### src/design/sbox_macros.svh
`ifndef SBOX_MACROS_SVH
`define SBOX_MACROS_SVH

// ---------------------------------------------------------------------------
// Engine sizes
// ---------------------------------------------------------------------------
`define SBOX_LANES  4                        // Parallel S-box lanes
`define SBOX_SYM_W  6                        // One GF(2^6) symbol
`define SBOX_WORD_W (`SBOX_LANES * `SBOX_SYM_W) // Packed input and result word

// ---------------------------------------------------------------------------
// Register word addresses
// ---------------------------------------------------------------------------
`define SBOX_ADR_DIN    2'd0                 // Write-only input word
`define SBOX_ADR_DOUT   2'd1                 // Result, read clears done
`define SBOX_ADR_STATUS 2'd2                 // busy, done, overrun

`endif

### src/design/gf_pkg.sv
`default_nettype none

`include "sbox_macros.svh"

package gf_pkg;

  // -------------------------------------------------------------------------
  // Field elements
  // -------------------------------------------------------------------------

  // Subfield GF(2^3), polynomial basis over x^3+x^2+1
  typedef logic [`SBOX_SYM_W/2-1:0] gf8_t;

  // Full field GF(2^6), also the raw lane symbol
  typedef logic [`SBOX_SYM_W-1:0] gf64_t;

  // Four symbols side by side, lane 0 in the low bits
  typedef gf64_t [`SBOX_LANES-1:0] lane_word_t;

endpackage

`default_nettype wire

### src/design/wb_pkg.sv
`default_nettype none

package wb_pkg;

  // -------------------------------------------------------------------------
  // Bus types
  // -------------------------------------------------------------------------
  typedef logic [1:0]  wb_adr_t;   // Word address
  typedef logic [31:0] wb_dat_t;   // Read and write data

  // Decoded register target of the current bus cycle
  typedef enum logic [1:0] {
    REG_DIN,
    REG_DOUT,
    REG_STATUS,
    REG_NONE
  } reg_sel_e;

  // -------------------------------------------------------------------------
  // Engine control
  // -------------------------------------------------------------------------
  typedef enum logic [1:0] {
    ST_IDLE,                       // Nothing in flight, no result pending
    ST_RUN,                        // Word travelling through the lanes
    ST_HOLD                        // Result waiting for the host
  } eng_state_e;

endpackage

`default_nettype wire

### src/design/gf64_power19.sv
`default_nettype none

module gf64_power19 (
  input  gf_pkg::gf64_t sym,
  output gf_pkg::gf64_t sub
);

  import gf_pkg::*;

  // Rows of the basis change matrices, row 5 first
  localparam gf64_t [5:0] iso_rows = {
    6'b001100, 6'b100101, 6'b011001, 6'b101010, 6'b010011, 6'b110111
  };
  localparam gf64_t [5:0] inv_rows = {
    6'b011111, 6'b010001, 6'b000100, 6'b101111, 6'b011101, 6'b100111
  };

  localparam gf8_t gf8_x  = 3'b010;     // Subfield constant x
  localparam gf8_t gf8_x2 = 3'b100;     // Subfield constant x^2

  // -------------------------------------------------------------------------
  // Subfield and matrix helpers
  // -------------------------------------------------------------------------

  // Shift-and-add multiply, x^3 folds back to x^2+1
  function automatic gf8_t gf8_mul(gf8_t a, gf8_t b);
    gf8_t acc;
    gf8_t sh;
    acc = '0;
    sh  = a;
    for (int i = 0; i < 3; i++) begin
      if (b[i])
        acc ^= sh;
      sh = {sh[1:0], 1'b0} ^ (sh[2] ? 3'b101 : 3'b000);
    end
    return acc;
  endfunction

  // Each output bit is the parity of the input under one row mask
  function automatic gf64_t map6(gf64_t a, gf64_t [5:0] rows);
    gf64_t r;
    for (int i = 0; i < 6; i++)
      r[i] = ^(a & rows[i]);
    return r;
  endfunction

  // -------------------------------------------------------------------------
  // Datapath
  // -------------------------------------------------------------------------
  gf64_t z;                             // Symbol in composite basis
  gf8_t  x0, x1;                        // Low and high subfield halves
  gf8_t  x0_2, x1_2;
  gf8_t  x0_3, x1_3;
  gf8_t  x0_4, x1_4;
  gf8_t  y0, y1, y2, y3, y4, y5;        // Partial products of the power
  gf8_t  w_lo, w_hi;
  gf64_t w;
  gf64_t p;                             // Power back in the standard basis
  logic  fix;                           // Affine correction bit

  always_comb begin
    z  = map6(sym, iso_rows);
    x0 = z[2:0];
    x1 = z[5:3];

    x0_2 = gf8_mul(x0, x0);
    x1_2 = gf8_mul(x1, x1);
    x0_3 = gf8_mul(x0_2, x0);
    x1_3 = gf8_mul(x1_2, x1);
    x0_4 = gf8_mul(x0_2, x0_2);
    x1_4 = gf8_mul(x1_2, x1_2);

    y0 = gf8_mul(x0_4, x0);             // x0^5
    y1 = gf8_mul(x1_4, x1);             // x1^5
    y2 = gf8_mul(x0_4, x1);
    y3 = gf8_mul(x1_4, x0);
    y4 = gf8_mul(x0_3, x1_2);
    y5 = gf8_mul(x1_3, x0_2);

    // Constant weights of the composite field reduction
    w_lo = gf8_mul(y0 ^ y3, gf8_x2) ^ gf8_mul(y4, gf8_x);
    w_hi = gf8_mul(y1 ^ y2, gf8_x2) ^ gf8_mul(y5, gf8_x);
    w    = {w_hi, w_lo};

    p   = map6(w, inv_rows);
    fix = sym[2] ^ sym[4];
    sub = p ^ {6{fix}};
  end

endmodule

`default_nettype wire

### src/design/sbox_lane.sv
`default_nettype none

module sbox_lane (
  input  logic          clk,
  input  logic          rst_n,
  input  gf_pkg::gf64_t sym,
  input  logic          sym_vld,
  output gf_pkg::gf64_t res,
  output logic          res_vld
);

  import gf_pkg::*;

  gf64_t sym_q;                         // Stage 1 symbol
  logic  sym_q_vld;
  gf64_t sub;                           // Substituted stage 1 symbol

  // -------------------------------------------------------------------------
  // Stage 1
  // -------------------------------------------------------------------------
  always_ff @(posedge clk) begin
    if (!rst_n)
      sym_q_vld <= 1'b0;
    else
      sym_q_vld <= sym_vld;
  end

  always_ff @(posedge clk) begin
    if (sym_vld)
      sym_q <= sym;
  end

  gf64_power19 u_power19 (
    .sym (sym_q),
    .sub (sub)
  );

  // -------------------------------------------------------------------------
  // Stage 2
  // -------------------------------------------------------------------------
  always_ff @(posedge clk) begin
    if (!rst_n)
      res_vld <= 1'b0;
    else
      res_vld <= sym_q_vld;
  end

  always_ff @(posedge clk) begin
    if (sym_q_vld)
      res <= sub;
  end

endmodule

`default_nettype wire

### src/design/sbox_dispatch.sv
`default_nettype none

module sbox_dispatch (
  input  logic               clk,
  input  logic               rst_n,
  input  logic               start,
  input  gf_pkg::lane_word_t din_word,
  output gf_pkg::lane_word_t lane_sym,
  output logic               lane_vld
);

  // One pulse to every lane per accepted word
  always_ff @(posedge clk) begin
    if (!rst_n)
      lane_vld <= 1'b0;
    else
      lane_vld <= start;
  end

  // Held until the next start so later bus writes leave lanes alone
  always_ff @(posedge clk) begin
    if (start)
      lane_sym <= din_word;
  end

endmodule

`default_nettype wire

### src/design/sbox_collect.sv
`default_nettype none

`include "sbox_macros.svh"

module sbox_collect (
  input  logic                   clk,
  input  logic                   rst_n,
  input  gf_pkg::lane_word_t     res_word,
  input  logic [`SBOX_LANES-1:0] res_vld,
  input  logic                   done_clr,
  output gf_pkg::lane_word_t     result,
  output logic                   done
);

  logic all_vld;                        // Every lane has its symbol out

  assign all_vld = &res_vld;

  always_ff @(posedge clk) begin
    if (!rst_n) begin
      result <= '0;
      done   <= 1'b0;
    end else if (all_vld) begin
      result <= res_word;
      done   <= 1'b1;                   // New result wins over a clear
    end else if (done_clr) begin
      done   <= 1'b0;
    end
  end

endmodule

`default_nettype wire

### src/design/wb_sbox_regs.sv
`default_nettype none

`include "sbox_macros.svh"

module wb_sbox_regs (
  input  logic               clk,
  input  logic               rst_n,
  input  logic               cyc,
  input  logic               stb,
  input  logic               we,
  input  wb_pkg::wb_adr_t    adr,
  input  wb_pkg::wb_dat_t    dat_w,
  output wb_pkg::wb_dat_t    dat_r,
  output logic               ack,
  output logic               start,
  output gf_pkg::lane_word_t din_word,
  input  gf_pkg::lane_word_t result,
  input  logic               done,
  output logic               done_clr
);

  import wb_pkg::*;

  reg_sel_e   reg_sel;
  eng_state_e state, state_nxt;
  logic       busy;
  logic       overrun;
  logic       wr_din, wr_status, rd_dout;

  // ---------------------------------------------------------------------------
  // Bus decode and acknowledge
  // ---------------------------------------------------------------------------
  always_comb begin
    reg_sel = REG_NONE;
    if (cyc && stb) begin
      case (adr)
        `SBOX_ADR_DIN:    reg_sel = REG_DIN;
        `SBOX_ADR_DOUT:   reg_sel = REG_DOUT;
        `SBOX_ADR_STATUS: reg_sel = REG_STATUS;
        default:          reg_sel = REG_NONE;
      endcase
    end
  end

  always_ff @(posedge clk) begin
    if (!rst_n)
      ack <= 1'b0;
    else
      ack <= cyc & stb & ~ack;          // Single cycle, one clock after strobe
  end

  assign wr_din    = ack & we & (reg_sel == REG_DIN);
  assign wr_status = ack & we & (reg_sel == REG_STATUS);
  assign rd_dout   = ack & ~we & (reg_sel == REG_DOUT);

  assign busy     = (state == ST_RUN) & ~done;
  assign start    = wr_din & ~busy;
  assign done_clr = rd_dout | start;    // Stale done goes with a new word
  assign din_word = dat_w[`SBOX_WORD_W-1:0];

  always_comb begin
    dat_r = '0;
    case (reg_sel)
      REG_DOUT:   dat_r[`SBOX_WORD_W-1:0] = result;
      REG_STATUS: dat_r[2:0] = {overrun, done, busy};
      default:    dat_r = '0;
    endcase
  end

  // ---------------------------------------------------------------------------
  // Engine control
  // ---------------------------------------------------------------------------
  always_comb begin
    state_nxt = state;
    case (state)
      ST_IDLE: begin
        if (start)
          state_nxt = ST_RUN;
      end
      ST_RUN: begin
        if (start)
          state_nxt = ST_RUN;
        else if (done && rd_dout)
          state_nxt = ST_IDLE;          // Result taken as it arrives
        else if (done)
          state_nxt = ST_HOLD;
      end
      ST_HOLD: begin
        if (start)
          state_nxt = ST_RUN;
        else if (rd_dout)
          state_nxt = ST_IDLE;
      end
      default: state_nxt = ST_IDLE;
    endcase
  end

  always_ff @(posedge clk) begin
    if (!rst_n)
      state <= ST_IDLE;
    else
      state <= state_nxt;
  end

  always_ff @(posedge clk) begin
    if (!rst_n)
      overrun <= 1'b0;
    else if (wr_din && busy)
      overrun <= 1'b1;                  // Dropped word
    else if (wr_status)
      overrun <= 1'b0;
  end

endmodule

`default_nettype wire

### src/design/sbox_engine_top.sv
`default_nettype none

`include "sbox_macros.svh"

module sbox_engine_top (
  input  logic            clk,
  input  logic            rst_n,
  input  logic            cyc,
  input  logic            stb,
  input  logic            we,
  input  wb_pkg::wb_adr_t adr,
  input  wb_pkg::wb_dat_t dat_w,
  output wb_pkg::wb_dat_t dat_r,
  output logic            ack
);

  import gf_pkg::*;

  logic                   start;
  lane_word_t             din_word;
  lane_word_t             lane_sym;       // Held input symbols
  logic                   lane_vld;
  lane_word_t             res_word;       // Lane outputs side by side
  logic [`SBOX_LANES-1:0] res_vld;
  lane_word_t             result;
  logic                   done;
  logic                   done_clr;

  wb_sbox_regs u_regs (
    .clk      (clk),
    .rst_n    (rst_n),
    .cyc      (cyc),
    .stb      (stb),
    .we       (we),
    .adr      (adr),
    .dat_w    (dat_w),
    .dat_r    (dat_r),
    .ack      (ack),
    .start    (start),
    .din_word (din_word),
    .result   (result),
    .done     (done),
    .done_clr (done_clr)
  );

  sbox_dispatch u_dispatch (
    .clk      (clk),
    .rst_n    (rst_n),
    .start    (start),
    .din_word (din_word),
    .lane_sym (lane_sym),
    .lane_vld (lane_vld)
  );

  for (genvar g = 0; g < `SBOX_LANES; g++) begin : g_lane
    sbox_lane u_lane (
      .clk     (clk),
      .rst_n   (rst_n),
      .sym     (lane_sym[g]),
      .sym_vld (lane_vld),
      .res     (res_word[g]),
      .res_vld (res_vld[g])
    );
  end

  sbox_collect u_collect (
    .clk      (clk),
    .rst_n    (rst_n),
    .res_word (res_word),
    .res_vld  (res_vld),
    .done_clr (done_clr),
    .result   (result),
    .done     (done)
  );

endmodule

`default_nettype wire

### config.mk
export PLATFORM = sky130hd
export DESIGN_NAME = sbox_engine_top
export DESIGN_NICKNAME = d
export VERILOG_FILES = /design/src/design/gf_pkg.sv /design/src/design/wb_pkg.sv /design/src/design/gf64_power19.sv /design/src/design/sbox_lane.sv /design/src/design/sbox_dispatch.sv /design/src/design/sbox_collect.sv /design/src/design/wb_sbox_regs.sv /design/src/design/sbox_engine_top.sv
export VERILOG_INCLUDE_DIRS = /design/src /design/src/design
export SDC_FILE = /design/constraint.sdc
export NUM_CORES = 1
export LEC_CHECK = 0
export ABC_AREA = 1
export BUFFER_PORTS_ARGS = -buffer_cell sky130_fd_sc_hd__buf_2
export CORE_MARGIN = 2
export CORE_UTILIZATION = 32
export CTS_CLUSTER_DIAMETER = 50
export DETAILED_ROUTE_END_ITERATION = 16
export GPL_ROUTABILITY_DRIVEN = 0
export SETUP_SLACK_MARGIN = 0.02
export SLEW_MARGIN = 10
export SYNTH_ARGS = -nofsm -noshare
export SYNTH_HDL_FRONTEND = slang
export SYNTH_HIERARCHICAL = 1
export SYNTH_SLANG_ARGS = --single-unit
### constraint.sdc
create_clock -name clk -period 3.94 [get_ports clk]
set_clock_uncertainty 0.1 [all_clocks]
set_input_delay 0.788 -clock clk [delete_from_list [all_inputs] [get_ports clk]]
set_output_delay 0.788 -clock clk [all_outputs]
set_load 0.02 [all_outputs]
==> flow_summary_export.csv <==
group,metric,value,unit
grt,grt_max_degree,50,
worst_setup_path,startpoint_type,"flop",
cts,h-tree-depth,3,
yosys,yosys_warnings,6,
floorplanning,dieHeight,193,um
pwr,seq_power_share,55.4,%
placed_design,place_ws,471,ps
cts,clock-sinks,110,
timing,period_share,87.9,%
finish,final_net_count,1759,
cts,post-cts-setup-buffers,0,
floorplanning,coreArea,0.0354,mm2
worst_setup_path,worstPathArrival,3500,ps
timing,setup_slack,476,ps
pwr,power_density,182,mW/mm2
timing,slew_violations,0,
placed_design,dp.cells,2155,
pwr,p_clk_share,41.8,%
timing,tns,0,ps
worst_setup_path,r2r_slack,480,ps
yosys,synth_area,0.0114,mm2
finish,drive_gt1_share,21.6,%
worst_setup_path,crit_fanout,10,
drt,drt-vias-per-instance,4.47,
cts,cts_buffer_depth,2,
timing,period_minus_slack,3460,ps
floorplanning,chipWidth,193,um
timing,hold_viol,0,
worst_setup_path,cp-startpoint,"g_lane[0].u_lane/sym_q[4]",
timing,rsz0062_at_grt,"no",
drt,drtIter0Drc,472,
cts,path_clk_slew,80,ps
timing,worstMarginPinSlew,1010,ps
timing,relSlewSlack,32.4,%
finish,synthToLayoutAreaGrowth,5.96,%
run_status,status,"finished clean",
floorplanning,rows,69,
timing,timing.fmax,0.289,GHz
floorplanning,initial_utilization,32.3,%
yosys,yosysTopAreaCell,"edfxtp_1",
grt,grt_pass1_wl,40.2,mm
yosys,synth-seq-area-share,25.6,%
worst_setup_path,crit_path_end,"g_lane[0].u_lane/res[2]",
yosys,syn_inst,1688,
floorplanning,die_area,0.0373,mm2
drt,ant_nets,0,
finish,multi_input_area,0.00715,mm2
yosys,synth_top_area_share,18.9,%
timing,setup_violations,0,
grt,grt_pass1_vias,9090,
worst_setup_path,end_kind,"flop",
drt,first_pass_iters,5,
worst_setup_path,r2r_end,"g_lane[0].u_lane/res[2]",
worst_setup_path,critPathKind,"flop to flop",
cts,cts_resized,0,
pwr,vdd_drop_max,0.000308,V
finish,diodes,0,
pwr,p_int,1.68,mW
cts,cts_tree,"done",
yosys,synth_area_leaders,"edfxtp_1, nand2_1, nand3_1, dfxtp_1, nand2_2",
flow_run,maxCapViolCount,0,
cts,cts_buffers,9,
worst_setup_path,timing.rr.start,"g_lane[0].u_lane/sym_q[4]",
pwr,power.leakage,6.35,nW
grt,gr-usage-all-layers,13.0,%
yosys,synth_seq_cells,110,
cts,cts_hold_buf,0,
grt,overflow,0,
placed_design,io_buffers,55,
finish,n_fill_cell,3783,
drt,vias,9699,
pwr,combPwrFrac,2.8,%
yosys,avgSynthCellArea,6.77,um2
drt,routed_wl,22.6,mm
cts,clock_latency,380,ps
pwr,switchingPower,516,uW
placed_design,dp_hpwl,17.7,mm
grt,antenna_found_initial,0,
drt,drcViolationCount,0,
finish,fin_cells,2171,
pwr,switching_share,23.5,%
drt,drt-wirelength-per-cell,10.4,um
min_path,min_path_type,"flop to flop",
floorplanning,pin_count,72,
finish,seqCellArea,0.00292,mm2
worst_setup_path,reg2reg_depth,24,
yosys,synth.distinct_cells,38,
cts,cts_root_buf,"clkbuf_16",
worst_setup_path,cp.required,3980,ps
per-stage QoR:
step	power, mW	hold slack, ps	cell area (um2)	util (%)
after floorplan	1.31	300	11500	-
after global routing	2.31	327	12100	34.2
after global placement	1.31	304	11800	33.4
after CTS	2.26	317	12100	34.2
final	2.20	317	12100	34.2
after detailed placement	1.31	306	11800	33.4
routing by layer:
layer	track usage [%]	part of all wire [%]	up-vias
li1	-	-	5248
met1	16.9	49	4264
met3	2.53	4.3	21
met2	21.9	45	166
met4	3.76	1.6	0
met5	0	0	-
synthesized netlist by cell type, drive strengths merged:
cell type,n
nand2,741
nand3,260
inv,224
nor2,107
edfxtp,72
buf,62
xor2,52
xnor2,40
dfxtp,38
o21ai,32
ha,15
nand3b,13
a21oi,10
or2,8
o211ai,5
o21bai,4
clkbuf,1
conb,1
nand4,1
nor3,1
o21a,1
cell families after synthesis:
logic type	Yosys count	synth area share [%]
buffers and inverters	287	12.2
other	1	0.0328
and+or+nand+nor	1131	49.8
xor gates and xnor gates	92	8.10
adders and majority gates	15	1.64
AOI/OAI and AO/OA	52	2.70
DFF	110	25.6
critical path, stage by stage, from the launching register on:
cell,delay [ps]
edfxtp_1,510
inv_2,90
nand2_1,50
nand2_1,100
nand2_1,70
nand2_2,190
ha_1,320
inv_1,180
nand2_1,110
o21ai_2,100
inv_1,80
nand2_1,60
nand2_1,60
nand2_1,80
xor2_1,210
nand3_1,150
nand2_1,100
nand2_1,50
nand2_1,100
nand2_1,90
nand2_1,90
nand2_1,50
nand2_1,100
nand3b_1,110
nand2_1,60
power by group through the flow:
stage | clock [mW] | combinational, mW | sequential, mW
after global routing | 1.02 | 0.0700 | 1.22
after CTS | 0.980 | 0.0612 | 1.22
after global placement | 0 | 0.0606 | 1.25
after floorplan | 0 | 0.0607 | 1.25
after detailed placement | 0 | 0.0611 | 1.25
final | 0.920 | 0.0605 | 1.22
placed cells by master (no fill, tap or decap), types with 5 or more instances in the layout:
cell / synthesis / final
edfxtp_1: 72 / 72
ha_1: 15 / 15
or2_1: 8 / 8
conb_1: 1 / 8
dfxtp_1: 38 / 38
nand3_2: 45 / 45
nor2_2: 6 / 5
buf_4: 32 / 7
inv_2: 32 / 32
o21ai_1: 12 / 12
clkbuf_16: 0 / 9
nand2_1: 566 / 566
nor2_1: 96 / 96
inv_1: 188 / 188
nand2_2: 119 / 119
a21oi_1: 9 / 9
o21ai_0: 16 / 16
xor2_1: 36 / 36
buf_2: 7 / 55
nand3_1: 211 / 211
nor2_4: 5 / 6
xor2_2: 16 / 16
xnor2_1: 40 / 40
nand3b_1: 13 / 13
nand2_4: 56 / 56
sequential cells by signal, indices dropped and copies added, names as in the netlist, 2 cells and up:
name                     flops
g_lane.u_lane/sym_q_vld      4
u_regs/state                 2
g_lane.u_lane/sym_q         24
u_dispatch/lane_sym         24
u_collect/result            24
g_lane.u_lane/res           24
g_lane.u_lane/res_vld        4
layout make-up:
type | count | share of cell area, %
clock buffers | 9 | 1.86
inverters | 224 | 7.02
flip-flops and latches | 110 | 24.1
well taps | 461 | 4.76
multi-input cells | 1298 | 59.0
clock inverters | 7 | 0.547
repair buffers | 62 | 2.71
worst min-delay path by stage:
stage,endpoint,slack [ps],cells after the start,startpoint
2_1_floorplan,g_lane[0].u_lane/sym_q[0],300,0,u_dispatch/lane_sym[0]
3_3_place_gp,g_lane[3].u_lane/sym_q[0],300,0,u_dispatch/lane_sym[18]
3_5_place_dp,g_lane[3].u_lane/sym_q[2],310,0,u_dispatch/lane_sym[20]
4_1_cts,g_lane[2].u_lane/sym_q[0],320,0,u_dispatch/lane_sym[12]
5_1_grt,g_lane[0].u_lane/sym_q[3],330,0,u_dispatch/lane_sym[3]
6_report,g_lane[1].u_lane/sym_q[1],320,0,u_dispatch/lane_sym[7]
No activity file was read; power rests on OpenSTA's default activity.
